==> src/design/mem_types_pkg.sv <==
package mem_types_pkg;

    typedef logic [31:0]  addr_t;    // byte address
    typedef logic [31:0]  word_t;    // core data word
    typedef logic [3:0]   wmask_t;   // one enable per byte lane
    typedef logic [255:0] line_t;    // full cache line
    typedef logic [63:0]  beat_t;    // one burst beat
    typedef logic [22:0]  tag_t;     // addr[31:9]
    typedef logic [3:0]   index_t;   // addr[8:5]
    typedef logic [2:0]   offset_t;  // addr[4:2], word in line

    localparam int NUM_SETS       = 16;
    localparam int WORDS_PER_LINE = 8;
    localparam int BEATS_PER_LINE = 4;

    typedef struct packed {
        addr_t  addr;   // byte address of the access
        logic   read;   // held until resp
        logic   write;  // held until resp
        wmask_t wmask;  // byte enables for writes
        word_t  wdata;
    } core_req_t;

    typedef struct packed {
        addr_t  addr;   // line aligned
        logic   read;
        logic   write;
        line_t  wdata;  // whole line on writeback
    } line_req_t;

    typedef enum logic [1:0] {IDLE, WRITEBACK, FILL, RESPOND} cache_state_t;
    typedef enum logic [1:0] {ARB_IDLE, ARB_ICACHE, ARB_DCACHE} arb_state_t;
    typedef enum logic [1:0] {B_IDLE, B_READ, B_WRITE, B_DONE} burst_state_t;

endpackage

==> src/design/mem_arbiter.sv <==
module mem_arbiter (
    input  logic                     clk,
    input  logic                     rst,
    input  mem_types_pkg::line_req_t icache_req_i,
    output mem_types_pkg::line_t     icache_rdata_o,
    output logic                     icache_resp_o,
    input  mem_types_pkg::line_req_t dcache_req_i,
    output mem_types_pkg::line_t     dcache_rdata_o,
    output logic                     dcache_resp_o,
    output mem_types_pkg::line_req_t pmem_req_o,     // to burst adapter
    input  mem_types_pkg::line_t     pmem_rdata_i,
    input  logic                     pmem_resp_i
);
    import mem_types_pkg::*;

    arb_state_t state_q;
    logic       icache_want;
    logic       dcache_want;

    assign icache_want = icache_req_i.read | icache_req_i.write;
    assign dcache_want = dcache_req_i.read | dcache_req_i.write;

    // grant FSM, data side wins ties
    always_ff @(posedge clk) begin
        if (rst) begin
            state_q <= ARB_IDLE;
        end else begin
            case (state_q)
                ARB_IDLE: begin
                    if (dcache_want) begin
                        state_q <= ARB_DCACHE;
                    end else if (icache_want) begin
                        state_q <= ARB_ICACHE;
                    end
                end
                ARB_ICACHE,
                ARB_DCACHE: begin
                    if (pmem_resp_i) begin
                        state_q <= ARB_IDLE;    // release after the line completes
                    end
                end
                default: state_q <= ARB_IDLE;
            endcase
        end
    end

    // pass through only the granted request
    always_comb begin
        case (state_q)
            ARB_DCACHE: pmem_req_o = dcache_req_i;
            ARB_ICACHE: pmem_req_o = icache_req_i;
            default:    pmem_req_o = '0;        // nothing toward memory while idle
        endcase
    end

    assign icache_rdata_o = pmem_rdata_i;
    assign dcache_rdata_o = pmem_rdata_i;
    assign icache_resp_o  = pmem_resp_i && (state_q == ARB_ICACHE);  // holder only
    assign dcache_resp_o  = pmem_resp_i && (state_q == ARB_DCACHE);

endmodule

==> config.mk <==
export PLATFORM = sky130hd
export DESIGN_NAME = mem_arbiter
export DESIGN_NICKNAME = d
export VERILOG_FILES = /design/src/design/mem_types_pkg.sv /design/src/design/mem_arbiter.sv
export SDC_FILE = /design/constraint.sdc
export NUM_CORES = 1
export LEC_CHECK = 0
export ABC_AREA = 1
export BUFFER_PORTS_ARGS = -buffer_cell sky130_fd_sc_hd__buf_2
export CAP_MARGIN = 20
export CORE_AREA = 2 2 644 646
export CTS_BUF_LIST = sky130_fd_sc_hd__clkbuf_4 sky130_fd_sc_hd__clkbuf_8
export CTS_CLUSTER_DIAMETER = 120
export DETAILED_ROUTE_END_ITERATION = 16
export DIE_AREA = 0 0 646 648
export PLACE_DENSITY = 0.3
export SLEW_MARGIN = 10
export SYNTH_ARGS = -nofsm -noshare
export SYNTH_HDL_FRONTEND = slang
export SYNTH_SLANG_ARGS = --single-unit
==> constraint.sdc <==
create_clock -name clk -period 1.5 [get_ports clk]
set_input_delay 0.15 -clock clk [delete_from_list [all_inputs] [get_ports clk]]
set_output_delay 0.15 -clock clk [all_outputs]
set_load 0.02 [all_outputs]
==> results.md <==
* Run status: complete, but fails checks
* Violated checks: negative setup slack
* DR iter-0 viols at 1063
* Commonest cells post-synth: 588 x nand2_1, 522 x buf_4, 192 x a21oi_1
* Area growth, synth to finish at 189%
* Initial core utilization at 0.0212
* Layout cells sized above 1 at 0.792
* CTS tree: done
* Slew @ Worst Pin at 0.485 ns
* Pwr/cell area at 540 nW/um2
* CP arrival at 2.09 ns
* Peak Freq at 0.446 GHz
* DR DRC count at 0
* Post-route ant nets at 0
* Most common cell in the netlist: nand2_1
* Clk buf depth at 2
* Switching pwr at 7940 uW
* Global-route wire length before repair at 358000 um
* Syn avg cell area at 5.80 um2
* Share of the synthesized area in the top cell type at 0.449
* Post-synth EDFFs at 0
* Layout Nets at 2878
* Cells after synthesis at 1505
* RSZ-0062 raised after global routing: yes
* Worst relative slew slack at 0.676
* Biggest register: state_q
* Dpl cells at 7386
* Syn_nets at 2347
* Area of the core at 412000 um2
* IO buf count at 874
* Clk sinks at 2
* CP Capture Type: output pin
* Synth area leader: buf_4
* Final GP Congestion at 0.864
* Yosys reg bits at 2
* Buf/Inv on CP at 6
* Worst hold path class: primary input to flip-flop
* DP Worst Slack at -1.20 ns
* Fin crit share at 1.50
* Combinational power share at 0.979
* H-tree depth at 1
* Clock insertion delay at the later pin of the skew report at 0.22 ns
* Sw Share at 0.583
* Final setup vio count at 292
* Synth warn at 0
* Hpwl dp at 308000 um
* Routed WL per cell at 43.5 um
* Critical path required time at 1.35 ns
* Power share of the sequential group at 0.005
* Max reg flops at 2
* Routed vias/inst at 2.02
* Pleak at 0.00821 uW
* Fin crit period at 2.24 ns
* CP top delay family: buffers and inverters
* Cell area after synthesis at 8730 um2
* Peak supply drop at 0.259 mV
* Die H at 648 um
* Worst setup margin at -0.744 ns
* Largest net degree at the start of global routing at 34
* Antenna violations before repair at 295
* Total power at 13600 uW
* Hold buffer count at cts at 0
* GRT Total Usage at 0.150
* Slew Viols, Final at 0
* Routed via count at 15400
* Biggest registers after layout: state_q: 2 flops
* Num CTS Buffers at 3
* Crit path largest cell delay at 0.35 ns
* Crit Path Category: flip-flop to output pin
* # IOs at 1643
* Hold Fails Final Rpt at 0
* Post-synth top flop: dfxtp_1
* Die Width at 646 um
* Pint at 5680 uW
* Register area share after synthesis at 0.00459
* Die Area at 419000 um2
* CP max-delay cell: dfxtp_4
* Drt first pass iters at 6
* Post-route clock skew at 0.00425 ns
* Row cnt at 236
* Total grt overflow at 0
* Synth top area cells: buf_4 45%, nand2_1 25%, a21oi_1 11%
* Worst Setup Start Kind: flip-flop
* Most used cell, CP: buf_12
* CP Max Fanout at 10
* Asr flop ratio synth at 0
* Non-filler cells, final at 7633
* Post-synth cell types at 14
* Clock share of power at 0.016
* CTS clk-pin slew, worst paths at 0.03 ns
* Root buffer cell: clkbuf_8
* Vias in the first global route at 13600
* Overall routed net length at 332000 um
* CP cell instances: inv_4 > buf_6 > ha_4 > buf_12 > buf_12 > buf_12 > nand2_1 > a21oi_2 > buf_6
* Max-Cap Viols at 0
[power by group through the flow]
stage / registers, uW / logic [uW] / clock network [uW]
final: 70.5 / 13300 / 215
after global routing: 70.9 / 14000 / 230
after CTS: 69.4 / 12100 / 223
after detailed placement: 66.8 / 9270 / 0
after global placement: 68.5 / 9340 / 0
after floorplan: 65.0 / 5140 / 0
[per-stage QoR]
step                cell area, um2  setup TNS (ns)    util  hold WS [ns]
floorplan                     8770           -4.05       -         0.219
finish                       25200         -175.41  0.0612         0.189
CTS                          22900         -191.35  0.0556         0.199
detailed placement           19200         -152.41  0.0467         0.300
global route                 25100         -193.49  0.0610         0.193
global placement             19200         -163.30  0.0467         0.300
[repair_timing]
item                                    in CTS  in global routing
endpoints found under the setup margin     292                292
buffers inserted                            65                 41
gates resized for setup                    557                460
pin swaps                                  106                109
gates cloned                                26                 12
[worst paths after layout]
kind	start	to	slack [ns]	cells after the start
setup reg to reg	state_q[0]	state_q[1]	0.17	7
hold reg to reg	state_q[0]	state_q[0]	0.51	2
hold / removal	rst	state_q[1]	0.19	2
setup / recovery	state_q[0]	pmem_req_o[93]	-0.74	9
[metal layers]
| metal | vias up | wire length (um) | track usage | share of wire |
|---|---|---|---|---|
| met4 | 188 | 12700 | 0.0517 | 0.038 |
| met3 | 810 | 84000 | 0.182 | 0.25 |
| met5 | - | 2920 | 0.0289 | 0.0088 |
| met1 | 6603 | 92700 | 0.119 | 0.28 |
| li1 | 5422 | - | - | - |
| met2 | 2359 | 140000 | 0.222 | 0.42 |
[worst reg2reg max path: cells and delay by family, from the launching register on]
family / cells / cell delay (ns)
flops: 1 / 0.36
fa+ha+maj: 1 / 0.29
compound gates: 1 / 0.12
buf+inv: 2 / 0.18
simple gates: 3 / 0.30
[logic make-up after synthesis]
logic type	after synthesis	share of synthesized area
AND/OR/NAND/NOR	591	0.255
adder cells (fa/ha/maj)	3	0.00430
flip-flops	2	0.00459
AO/OA/AOI/OAI	292	0.210
buffers and inverters	617	0.526
[area by class of cell]
class	instances	area (um2)
Fill cell	48600	387000
Timing Repair Buffer	1134	11200
Tap cell	5474	6850
Multi-Input combinational cell	886	6770
Antenna cell	125	313
Sequential cell	2	45.0
Inverter	9	43.8
Clock buffer	3	41.3
[cell usage in the layout (no fill, tap or decap), drive strengths merged]
master	netlist	layout
a21oi	292	292
buf	600	1122
clkbuf	8	15
dfxtp	2	2
diode	0	125
ha	3	3
inv	9	9
nand2	588	588
nand3	1	1
nand3b	1	1
nor2	1	1
Note: power is estimated with default switching activity, not from simulation.
