**src/design/mem_types_pkg.sv**
```systemverilog
package mem_types_pkg;

    typedef logic [31:0]  addr_t;    // byte address
    typedef logic [31:0]  word_t;    // core data word
    typedef logic [3:0]   wmask_t;   // one enable per byte lane
    typedef logic [255:0] line_t;    // full cache line
    typedef logic [63:0]  beat_t;    // one burst beat
    typedef logic [22:0]  tag_t;     // addr[31:9]
    typedef logic [3:0]   index_t;   // addr[8:5]
    typedef logic [2:0]   offset_t;  // addr[4:2], word in line

    localparam int NUM_SETS       = 16;
    localparam int WORDS_PER_LINE = 8;
    localparam int BEATS_PER_LINE = 4;

    typedef struct packed {
        addr_t  addr;   // byte address of the access
        logic   read;   // held until resp
        logic   write;  // held until resp
        wmask_t wmask;  // byte enables for writes
        word_t  wdata;
    } core_req_t;

    typedef struct packed {
        addr_t  addr;   // line aligned
        logic   read;
        logic   write;
        line_t  wdata;  // whole line on writeback
    } line_req_t;

    typedef enum logic [1:0] {IDLE, WRITEBACK, FILL, RESPOND} cache_state_t;
    typedef enum logic [1:0] {ARB_IDLE, ARB_ICACHE, ARB_DCACHE} arb_state_t;
    typedef enum logic [1:0] {B_IDLE, B_READ, B_WRITE, B_DONE} burst_state_t;

endpackage

```
**src/design/line_burst_adapter.sv**
```systemverilog
module line_burst_adapter (
    input  logic                     clk,
    input  logic                     rst,
    input  mem_types_pkg::line_req_t line_req_i,     // from arbiter
    output mem_types_pkg::line_t     line_rdata_o,
    output logic                     line_resp_o,
    output mem_types_pkg::addr_t     bmem_address_o, // burst memory side
    output logic                     bmem_read_o,
    output logic                     bmem_write_o,
    output mem_types_pkg::beat_t     bmem_wdata_o,
    input  mem_types_pkg::beat_t     bmem_rdata_i,
    input  logic                     bmem_resp_i
);
    import mem_types_pkg::*;

    burst_state_t state_q;
    logic [$clog2(BEATS_PER_LINE)-1:0] beat_q;   // beats done so far
    addr_t        addr_q;                        // line address held for the burst
    line_t        line_q;                        // shift register for beats
    logic         last_beat;

    assign last_beat = &beat_q;                  // counter at final beat

    always_ff @(posedge clk) begin
        if (rst) begin
            state_q <= B_IDLE;
            beat_q  <= '0;
        end else begin
            case (state_q)
                B_IDLE: begin
                    beat_q <= '0;
                    if (line_req_i.read) begin
                        state_q <= B_READ;
                    end else if (line_req_i.write) begin
                        state_q <= B_WRITE;
                    end
                end
                B_READ,
                B_WRITE: begin
                    if (bmem_resp_i) begin
                        beat_q <= beat_q + 1'b1;
                        if (last_beat) begin
                            state_q <= B_DONE;
                        end
                    end
                end
                B_DONE:  state_q <= B_IDLE;  // one-cycle resp to arbiter
                default: state_q <= B_IDLE;
            endcase
        end
    end

    // address and line payload
    always_ff @(posedge clk) begin
        if (state_q == B_IDLE) begin
            addr_q <= line_req_i.addr;                   // line aligned by the cache
            line_q <= line_req_i.wdata;                  // loaded for writes, replaced on reads
        end else if (bmem_resp_i && (state_q == B_READ)) begin
            line_q <= {bmem_rdata_i, line_q[255:64]};    // lowest beat ends at bottom
        end else if (bmem_resp_i && (state_q == B_WRITE)) begin
            line_q <= line_q >> $bits(beat_t);           // next beat to bottom
        end
    end

    assign bmem_address_o = addr_q;
    assign bmem_read_o    = (state_q == B_READ);
    assign bmem_write_o   = (state_q == B_WRITE);
    assign bmem_wdata_o   = line_q[63:0];
    assign line_rdata_o   = line_q;
    assign line_resp_o    = (state_q == B_DONE);

endmodule

```
**config.mk**
```make
export PLATFORM = sky130hd
export DESIGN_NAME = line_burst_adapter
export DESIGN_NICKNAME = d
export VERILOG_FILES = /design/src/design/mem_types_pkg.sv /design/src/design/line_burst_adapter.sv
export SDC_FILE = /design/constraint.sdc
export NUM_CORES = 1
export LEC_CHECK = 0
export BUFFER_PORTS_ARGS = -buffer_cell sky130_fd_sc_hd__buf_2
export CELL_PAD_IN_SITES_DETAIL_PLACEMENT = 0
export CELL_PAD_IN_SITES_GLOBAL_PLACEMENT = 2
export CORE_AREA = 2 2 279 281
export DETAILED_ROUTE_END_ITERATION = 12
export DIE_AREA = 0 0 281 283
export PLACE_DENSITY_LB_ADDON = 0.1
export SYNTH_ARGS = -nofsm -noshare
export SYNTH_HDL_FRONTEND = slang
export SYNTH_SLANG_ARGS = --single-unit
```
**constraint.sdc**
```tcl
create_clock -name clk -period 9.4 [get_ports clk]
set_input_delay 0.47 -clock clk [delete_from_list [all_inputs] [get_ports clk]]
set_output_delay 0.47 -clock clk [all_outputs]
set_load 0.1 [all_outputs]
```
==> results by group <==
Route
  • Initial DRC count: 345
  • Drt total wl: 52500 um
  • Routed Antenna Nets: 0
  • DRT Pass-1 Iters: 5
  • DRC Markers: 0
  • WL/cell: 21.7 um
  • Vias post-DR: 8527
  • Vias/cell: 3.53

Synth
  • Synth Warn #: 0
  • Synth area leader: edfxtp_1
  • Share of the synthesized area in the top cell type: 0.693
  • #FFs+latches synth: 292
  • Synth Cell Area: 12500 sq um
  • Synth top area cells: edfxtp_1, mux2_2, a22o_1
  • Post-synth cell types: 24
  • Avg Cell Area, Syn: 18.5 sq um
  • Seq/Total Area, Yosys: 0.699
  • Post-Synthesis Cells: 676
  • Post-synthesis net count: 1039

Finish
  • Most common cell after layout, fill and taps aside: buf_2
  • Count of filler cells inserted in the layout: 8223
  • Layout Cells excl Fill: 2415
  • Most frequent cells in the layout: buf_2, edfxtp_1, mux2_2, a22o_1, clkbuf_16
  • Syn-to-layout area delta: 43.1%
  • Nets: 1701
  • Share of cells above drive strength 1: 0.705
  • Post-route cell area: 17900 sq um

Clocking
  • H-Tree Depth: 2
  • Post-CTS Resized: 0
  • Clock Tree Buf Depth: 3
  • CTS Hold Buffers Added: 0
  • Root Buffer: clkbuf_16
  • Clk sinks: 292
  • CTS tree: yes
  • # Post-CTS Setup Buffers: 0
  • Clock slew at the register clock pins of the worst setup and hold paths: 0.06 ns
  • Clock Latency Late Sink: 0.56 ns
  • Num CTS Buffers: 41

Floorplan
  • Initial Util: 0.163
  • Die area: 79500 sq um
  • Die width: 281 um
  • Core area: 76700 sq um
  • Die H: 283 um
  • Placement row count: 102
  • IO Pins: 712

Place
  • Hpwl dp: 39700 um
  • Placer's final routability congestion estimate: 0.742
  • Dpl cell area: 16600 sq um
  • Placed cells: 2335
  • Port bufs: 711

Job
  • MaxCap Viol Count: 0

Critical path
  • CP Launch Type: flip-flop
  • Arr. time, crit path: 3.24 ns
  • Slowest Stage Delay on Critical Path: 0.61 ns
  • Critical Path RT: 9.57 ns
  • CP endpoint kind: flip-flop
  • CP max stage cell: nand2b_4
  • Worst setup path class: reg2reg
  • Worst-path fanout max: 149
  • Crit-path cells: inv_1, ha_1, buf_4, nand2b_4, buf_12

Global route
  • Vias in the first global route: 8954
  • Total gr overflow: 0
  • Global-route wire length before repair: 71400 um
  • Initial antenna violation count: 14
  • Tot GR Track Use: 0.126
  • Largest net degree at the start of global routing: 150

STA
  • Tmin final: 3.07 ns
  • Final hold vios: 0
  • TNS Setup: 0 ns
  • Slew Limit Fails: 0
  • Final setup fails: 0
  • Worst slew pin tran: 1.27 ns
  • Max_slew headroom: 0.154
  • Max frequency: 326 MHz
  • RSZ-0062 raised after global routing: no
  • Fin crit share: 0.327
  • Clock skew: 0.0255 ns

Status
  • Status: finished clean

Worst hold path
  • Hold Crit Class: in2reg
## metal layers
| metal | global-route usage | part of all wire | wire length (um) | vias up |
|---|---|---|---|---|
| met5 | 0 | 0.0019 | 100 | - |
| met4 | 0.0336 | 0.018 | 956 | 16 |
| met3 | 0.0322 | 0.061 | 3180 | 75 |
| met2 | 0.248 | 0.56 | 29600 | 293 |
| met1 | 0.130 | 0.35 | 18600 | 4197 |
| li1 | - | - | - | 3946 |
## sequential cells by signal (all words and copies together), names as in the netlist
register	flops
line_rdata_o	256
beat_q	2
state_q	2
bmem_address_o	32
## stage by stage
step	hold WS, ns	util	setup slack [ns]
after floorplan	0.438	-	1.23
after global placement	0.465	0.217	6.27
after detailed placement	0.473	0.217	6.24
after CTS	0.0163	0.233	6.24
after global routing	0.0290	0.233	6.08
final	0.0741	0.233	6.33
## critical path: cells and delay by family, from the launching register on
family / cells / cell delay, ns
buf+inv: 3 / 1.02
simple gates: 1 / 0.61
flops: 1 / 0.34
fa+ha+maj: 1 / 0.17
## cells in the mapped netlist, drive strengths merged
cell type	instances
a21boi	1
o21ai	3
inv	2
nand2b	3
a32oi	1
a22o	64
edfxtp	288
buf	99
a31oi	1
nor2	2
nor3b	1
o211ai	1
dfxtp	4
nand2	2
nand3b	1
ha	6
mux2	192
mux2i	1
a21bo	1
a21oi	2
and2	1
## area by class of cell
type | instances | area [sq um] | share of cell area
diodes | 5 | 12.5 | 0.000700
multi-input cells | 283 | 2970 | 0.166
clock inverters | 26 | 168 | 0.00938
clock buffers | 49 | 1060 | 0.0591
inverters | 2 | 7.51 | 0.000420
well taps | 1040 | 1300 | 0.0728
flip-flops and latches | 292 | 8730 | 0.489
repair buffers | 718 | 3620 | 0.203
## worst paths after layout
| check | from | slack (ns) | cells after the start | to |
|---|---|---|---|---|
| setup / recovery | state_q[0] | 6.33 | 5 | line_rdata_o[206] |
| hold / removal | line_req_i[288] | 0.07 | 1 | bmem_address_o[30] |
| setup reg to reg | state_q[0] | 6.33 | 5 | line_rdata_o[206] |
| hold reg to reg | beat_q[0] | 0.48 | 2 | beat_q[0] |
## logic make-up after synthesis
family	after synthesis	synth area share
AND/OR/NAND/NOR	10	0.00611
multiplexers	193	0.174
flip-flops	292	0.699
AO/OA/AOI/OAI	74	0.0501
adder cells (fa/ha/maj)	6	0.00601
buffers and inverters	101	0.0645
Power is left out: the tool's default activity adds up to more than one toggle a clock period on the data nets, which glitch-free logic cannot reach.
