`config.mk`:
```
export PLATFORM = sky130hd
export DESIGN_NAME = line_cache
export DESIGN_NICKNAME = d
export VERILOG_FILES = /design/src/design/mem_types_pkg.sv /design/src/design/line_cache.sv
export SDC_FILE = /design/constraint.sdc
export NUM_CORES = 2
export LEC_CHECK = 0
export BUFFER_PORTS_ARGS = -buffer_cell sky130_fd_sc_hd__buf_2
export CORE_ASPECT_RATIO = 0.5
export CORE_MARGIN = 8
export CORE_UTILIZATION = 46
export DETAILED_ROUTE_END_ITERATION = 16
export GPL_TIMING_DRIVEN = 0
export PLACE_DENSITY_LB_ADDON = 0.08
export SLEW_MARGIN = 20
export SYNTH_ARGS = -nofsm -noshare
export SYNTH_HDL_FRONTEND = slang
export SYNTH_MEMORY_MAX_BITS = 65536
export SYNTH_SLANG_ARGS = --single-unit
```
`constraint.sdc`:
```
create_clock -name clk -period 41.3 [get_ports clk]
set_input_delay 12.39 -clock clk [delete_from_list [all_inputs] [get_ports clk]]
set_output_delay 12.39 -clock clk [all_outputs]
set_load 0.01 [all_outputs]
```
`src/design/mem_types_pkg.sv`:
```
package mem_types_pkg;

    typedef logic [31:0]  addr_t;    // byte address
    typedef logic [31:0]  word_t;    // core data word
    typedef logic [3:0]   wmask_t;   // one enable per byte lane
    typedef logic [255:0] line_t;    // full cache line
    typedef logic [63:0]  beat_t;    // one burst beat
    typedef logic [22:0]  tag_t;     // addr[31:9]
    typedef logic [3:0]   index_t;   // addr[8:5]
    typedef logic [2:0]   offset_t;  // addr[4:2], word in line

    localparam int NUM_SETS       = 16;
    localparam int WORDS_PER_LINE = 8;
    localparam int BEATS_PER_LINE = 4;

    typedef struct packed {
        addr_t  addr;   // byte address of the access
        logic   read;   // held until resp
        logic   write;  // held until resp
        wmask_t wmask;  // byte enables for writes
        word_t  wdata;
    } core_req_t;

    typedef struct packed {
        addr_t  addr;   // line aligned
        logic   read;
        logic   write;
        line_t  wdata;  // whole line on writeback
    } line_req_t;

    typedef enum logic [1:0] {IDLE, WRITEBACK, FILL, RESPOND} cache_state_t;
    typedef enum logic [1:0] {ARB_IDLE, ARB_ICACHE, ARB_DCACHE} arb_state_t;
    typedef enum logic [1:0] {B_IDLE, B_READ, B_WRITE, B_DONE} burst_state_t;

endpackage

```
`src/design/line_cache.sv`:
```
module line_cache (
    input  logic                    clk,
    input  logic                    rst,
    input  mem_types_pkg::core_req_t core_req_i,    // from core port
    output mem_types_pkg::word_t    core_rdata_o,
    output logic                    core_resp_o,
    output mem_types_pkg::line_req_t line_req_o,    // to arbiter
    input  mem_types_pkg::line_t    line_rdata_i,
    input  logic                    line_resp_i
);
    import mem_types_pkg::*;

    cache_state_t state_q;

    tag_t   tag_q  [NUM_SETS];          // per-set tag
    line_t  data_q [NUM_SETS];          // per-set line data
    logic [NUM_SETS-1:0] valid_q;
    logic [NUM_SETS-1:0] dirty_q;
    word_t  rdata_q;                    // word returned with resp

    tag_t    tag;
    index_t  idx;
    offset_t off;
    logic    req;
    logic    hit;
    logic    victim_dirty;
    logic    hit_access;                // hit taken in IDLE
    logic    fill_done;                 // refill beat set arrived

    line_t   src_line;
    word_t [WORDS_PER_LINE-1:0] src_words;
    word_t [WORDS_PER_LINE-1:0] upd_words;
    word_t   sel_word;
    word_t   merged_word;
    logic    line_we;

    // address split
    assign tag = core_req_i.addr[31:9];
    assign idx = core_req_i.addr[8:5];
    assign off = core_req_i.addr[4:2];

    assign req          = core_req_i.read | core_req_i.write;
    assign hit          = valid_q[idx] && (tag_q[idx] == tag);
    assign victim_dirty = valid_q[idx] && dirty_q[idx];
    assign hit_access   = (state_q == IDLE) && req && hit;
    assign fill_done    = (state_q == FILL) && line_resp_i;

    // word select and byte merge, on the stored line or the incoming fill
    always_comb begin
        src_line    = (state_q == FILL) ? line_rdata_i : data_q[idx];
        src_words   = src_line;
        sel_word    = src_words[off];
        merged_word = sel_word;
        for (int b = 0; b < $bits(wmask_t); b++) begin
            if (core_req_i.wmask[b]) begin
                merged_word[8*b +: 8] = core_req_i.wdata[8*b +: 8];  // new byte lane
            end
        end
        upd_words = src_words;
        if (core_req_i.write) begin
            upd_words[off] = merged_word;   // only the addressed word changes
        end
    end

    assign line_we = (hit_access && core_req_i.write) || fill_done;

    // line request toward the arbiter
    always_comb begin
        line_req_o.read  = (state_q == FILL);
        line_req_o.write = (state_q == WRITEBACK);
        line_req_o.wdata = data_q[idx];                     // victim line
        if (state_q == WRITEBACK) begin
            line_req_o.addr = {tag_q[idx], idx, 5'b0};      // victim's own address
        end else begin
            line_req_o.addr = {tag, idx, 5'b0};
        end
    end

    assign core_resp_o  = (state_q == RESPOND);
    assign core_rdata_o = rdata_q;

    // storage arrays
    always_ff @(posedge clk) begin
        if (line_we) begin
            data_q[idx] <= upd_words;
        end
        if (fill_done) begin
            tag_q[idx] <= tag;
        end
        if (hit_access || fill_done) begin
            rdata_q <= sel_word;                            // read data for RESPOND
        end
    end

    // control FSM with valid and dirty bits
    always_ff @(posedge clk) begin
        if (rst) begin
            state_q <= IDLE;
            valid_q <= '0;
            dirty_q <= '0;
        end else begin
            case (state_q)
                IDLE: begin
                    if (req) begin
                        if (hit) begin
                            if (core_req_i.write) begin
                                dirty_q[idx] <= 1'b1;       // write hit
                            end
                            state_q <= RESPOND;
                        end else if (victim_dirty) begin
                            state_q <= WRITEBACK;
                        end else begin
                            state_q <= FILL;
                        end
                    end
                end
                WRITEBACK: begin
                    if (line_resp_i) begin
                        dirty_q[idx] <= 1'b0;               // victim now clean in memory
                        state_q      <= FILL;
                    end
                end
                FILL: begin
                    if (line_resp_i) begin
                        valid_q[idx] <= 1'b1;
                        dirty_q[idx] <= core_req_i.write;   // write miss merged on fill
                        state_q      <= RESPOND;
                    end
                end
                RESPOND: state_q <= IDLE;
                default: state_q <= IDLE;
            endcase
        end
    end

endmodule

```
==> results_dict.tcl <==
set metrics [dict create \
    ys_ff_latch 4530 \
    grt_pass1_vias 95999 \
    finalCritPeriodShare 0.728 \
    path_cells "buf_2 -> buf_2 -> buf_2 -> buf_2 -> buf_12 -> buf_2 -> buf_2 -> clkbuf_1 -> clkbuf_1 -> o21ai_0 -> a31oi_1 -> buf_2" \
    post_cts_buffers 0 \
    dieArea_mm2 0.415 \
    final_layout_size_suffix_gt1_frac 0.387 \
    ys_types 77 \
    synthFlopType "edfxtp_1" \
    max_slew.worst_pin.slew_ns 1.38 \
    grt_antenna_before_repair 71 \
    setup_violations 0 \
    overflow 0 \
    final_nets 9952 \
    maxSlewHeadroom 0.0777 \
    ys_seq_area_frac 0.751 \
    dp_hpwl_um 509000 \
    endpoint_kind "output port" \
    maxCapViolCount 0 \
    clkSinkCount 4530 \
    status "completed" \
    max_freq_mhz 33.3 \
    synth_area_mm2 0.181 \
    cts_buffers 405 \
    path_buf_inv 10 \
    drc 0 \
    drv_slew 0 \
    finalHoldViolCount 0 \
    track_usage 0.334 \
    cpMaxStageDelayCell "buf_2" \
    required_ns 28.91 \
    hold_buffers 0 \
    cts_root_buf "clkbuf_16" \
    synth_edf_count 4496 \
    power-per-cell-area_mw_per_mm2 54.8 \
    max_stage_delay_ns 0.85 \
    pre_cts_ws_ns 11.47 \
    coreArea_mm2 0.390 \
    layout_common_cells "4,496 x edfxtp_1, 1,340 x mux4_2, 810 x buf_2, 423 x nand2_1, 412 x clkbuf_16" \
    grt_pass1_wl_um 919000 \
    syn_inst 8119 \
    crit_path_frequent_cell "buf_2" \
    area_delta_synth_final_pct 18.9 \
    num_vias 101687 \
    ir_drop_mv 0.0338 \
    finClkSkew_ns 0.0586 \
    p_leak_nw 69.0 \
    r2r-start "tag_q[14][21]" \
    cts_buffer_depth 4 \
    gp_congestion 1.01 \
    finalWorstSetupSlack_ns 11.23 \
    wl_per_cell_um 46.2 \
    viasPerCell 6.67 \
    ioPinCount 652 \
    cts_tree "built" \
    worstPathArrival_ns 17.68 \
    rsz0062_at_grt "false" \
    crit_path_start "core_req_i[45]" \
    path_clk_slew_ns 0.06 \
    drt-initial-drc-count 17556 \
    layout_commonest_cell "edfxtp_1" \
    ys_warn_count 0 \
    cp-start-kind "input pin" \
    crit_family "buffers and inverters" \
    wl_um 704000 \
    grt_max_degree 23 \
    crit_type "input pin to output port" \
    hp-start "valid_q[10]" \
    setup_tns_ns 0 \
    clock_latency_ns 0.99 \
    dieHeight_um 459 \
    critPathMaxFanout 10 \
    start_util 0.463 \
    post_cts_resize_count 0 \
    num_rows 162 \
    fin_crit_ns 30.07 \
    ant_nets 0 \
    hp-class "register to register" \
    syn_area_per_cell_um2 22.3 \
    drt_pass1_iterations 7 \
    die_w_um 903 \
    port_buffers 637 \
    synthArstFlopShare 0 \
    htreeDepth 5 \
]
==> worst paths after layout <==
path	depth (start not counted)	end	slack, ns
worst min-delay path	2	valid_q[10]	0.47
worst max-delay path	12	line_req_o[283]	11.23
worst min register to register	2	valid_q[10]	0.47
worst max register to register	20	data_q[6][145]	34.00
==> routing by layer <==
layer	track usage	share of wire
met1	0.460	0.38
met2	0.469	0.42
met3	0.119	0.13
met4	0.174	0.063
met5	0.0122	0.0019
==> report_power, final <==
group,internal (W),switching [W],total (W)
sequential,0.00558,0.0000207,0.00560
clock,0.00212,0.00176,0.00388
combinational,0.000599,0.00171,0.00230
==> Yosys cell counts (all sizes together), types with 8 or more instances <==
cell type  count  area (um2)
a22oi         35         263
inv           40         150
o21ai        174         871
nor2         153         742
o2111ai        8        82.6
a221oi        15         144
xnor2         12         105
a221o          9        90.1
a41o          16         160
o22a          14         123
buf          354        2370
nand3         22         110
o221ai        14         166
nand2b        34         213
mux4        1340       30200
mux2i        290        3020
dfxtp         34         681
clkbuf       145         544
nor3          10        50.1
a21o          15         113
nand2        423        1590
o31ai          8        60.1
xor2           8        70.1
edfxtp      4496      135000
o221a          8        90.1
o211ai        23         178
mux2         165        1870
o22ai        113         707
a21oi         28         144
nor2b         15        93.8
a311o         16         160
==> flip-flops by register name (all words and copies together) (netlist names) <==
name          count
state_q           2
tag_q           368
core_rdata_o     32
dirty_q          16
valid_q          16
data_q         4096
==> cell type report <==
class	count	area [um2]
clock buffers	496	10600
flip-flops and latches	4530	136000
diodes	53	133
plain buffers	499	3000
well taps	5248	6570
inverters	41	154
multi-input cells	3053	43500
repair buffers	1088	12900
clock inverters	239	2460
fillers	29503	175000
==> stage by stage <==
step / instance area, um2 / power, W / utilization / hold slack [ns] / instances
floorplan: 181000 / 0.00661 / - / 0.435 / 8123
global placement: 191000 / 0.00772 / 0.488 / 0.444 / 14008
detailed placement: 201000 / 0.00788 / 0.516 / 0.458 / 14455
CTS: 214000 / 0.0117 / 0.549 / 0.473 / 15190
global route: 215000 / 0.0120 / 0.550 / 0.499 / 15202
finish: 215000 / 0.0118 / 0.551 / 0.467 / 15247
==> kinds of logic after synthesis <==
logic type	share of synthesized area
multiplexers	0.194
other	0.0000207
flip-flops	0.751
XOR/XNOR	0.000969
AND/OR/NAND/NOR	0.0167
AO/OA/AOI/OAI	0.0206
adder cells (fa/ha/maj)	0.000346
buffers and inverters	0.0170
==> worst reg2reg max path, delay by kind of cell, from the launching register on <==
kind,cells,cell delay [ns]
mux,1,0.15
buf+inv,11,2.55
flops,1,0.39
compound gates,4,1.70
simple gates,4,2.15
(Power assumes the default switching activity.)
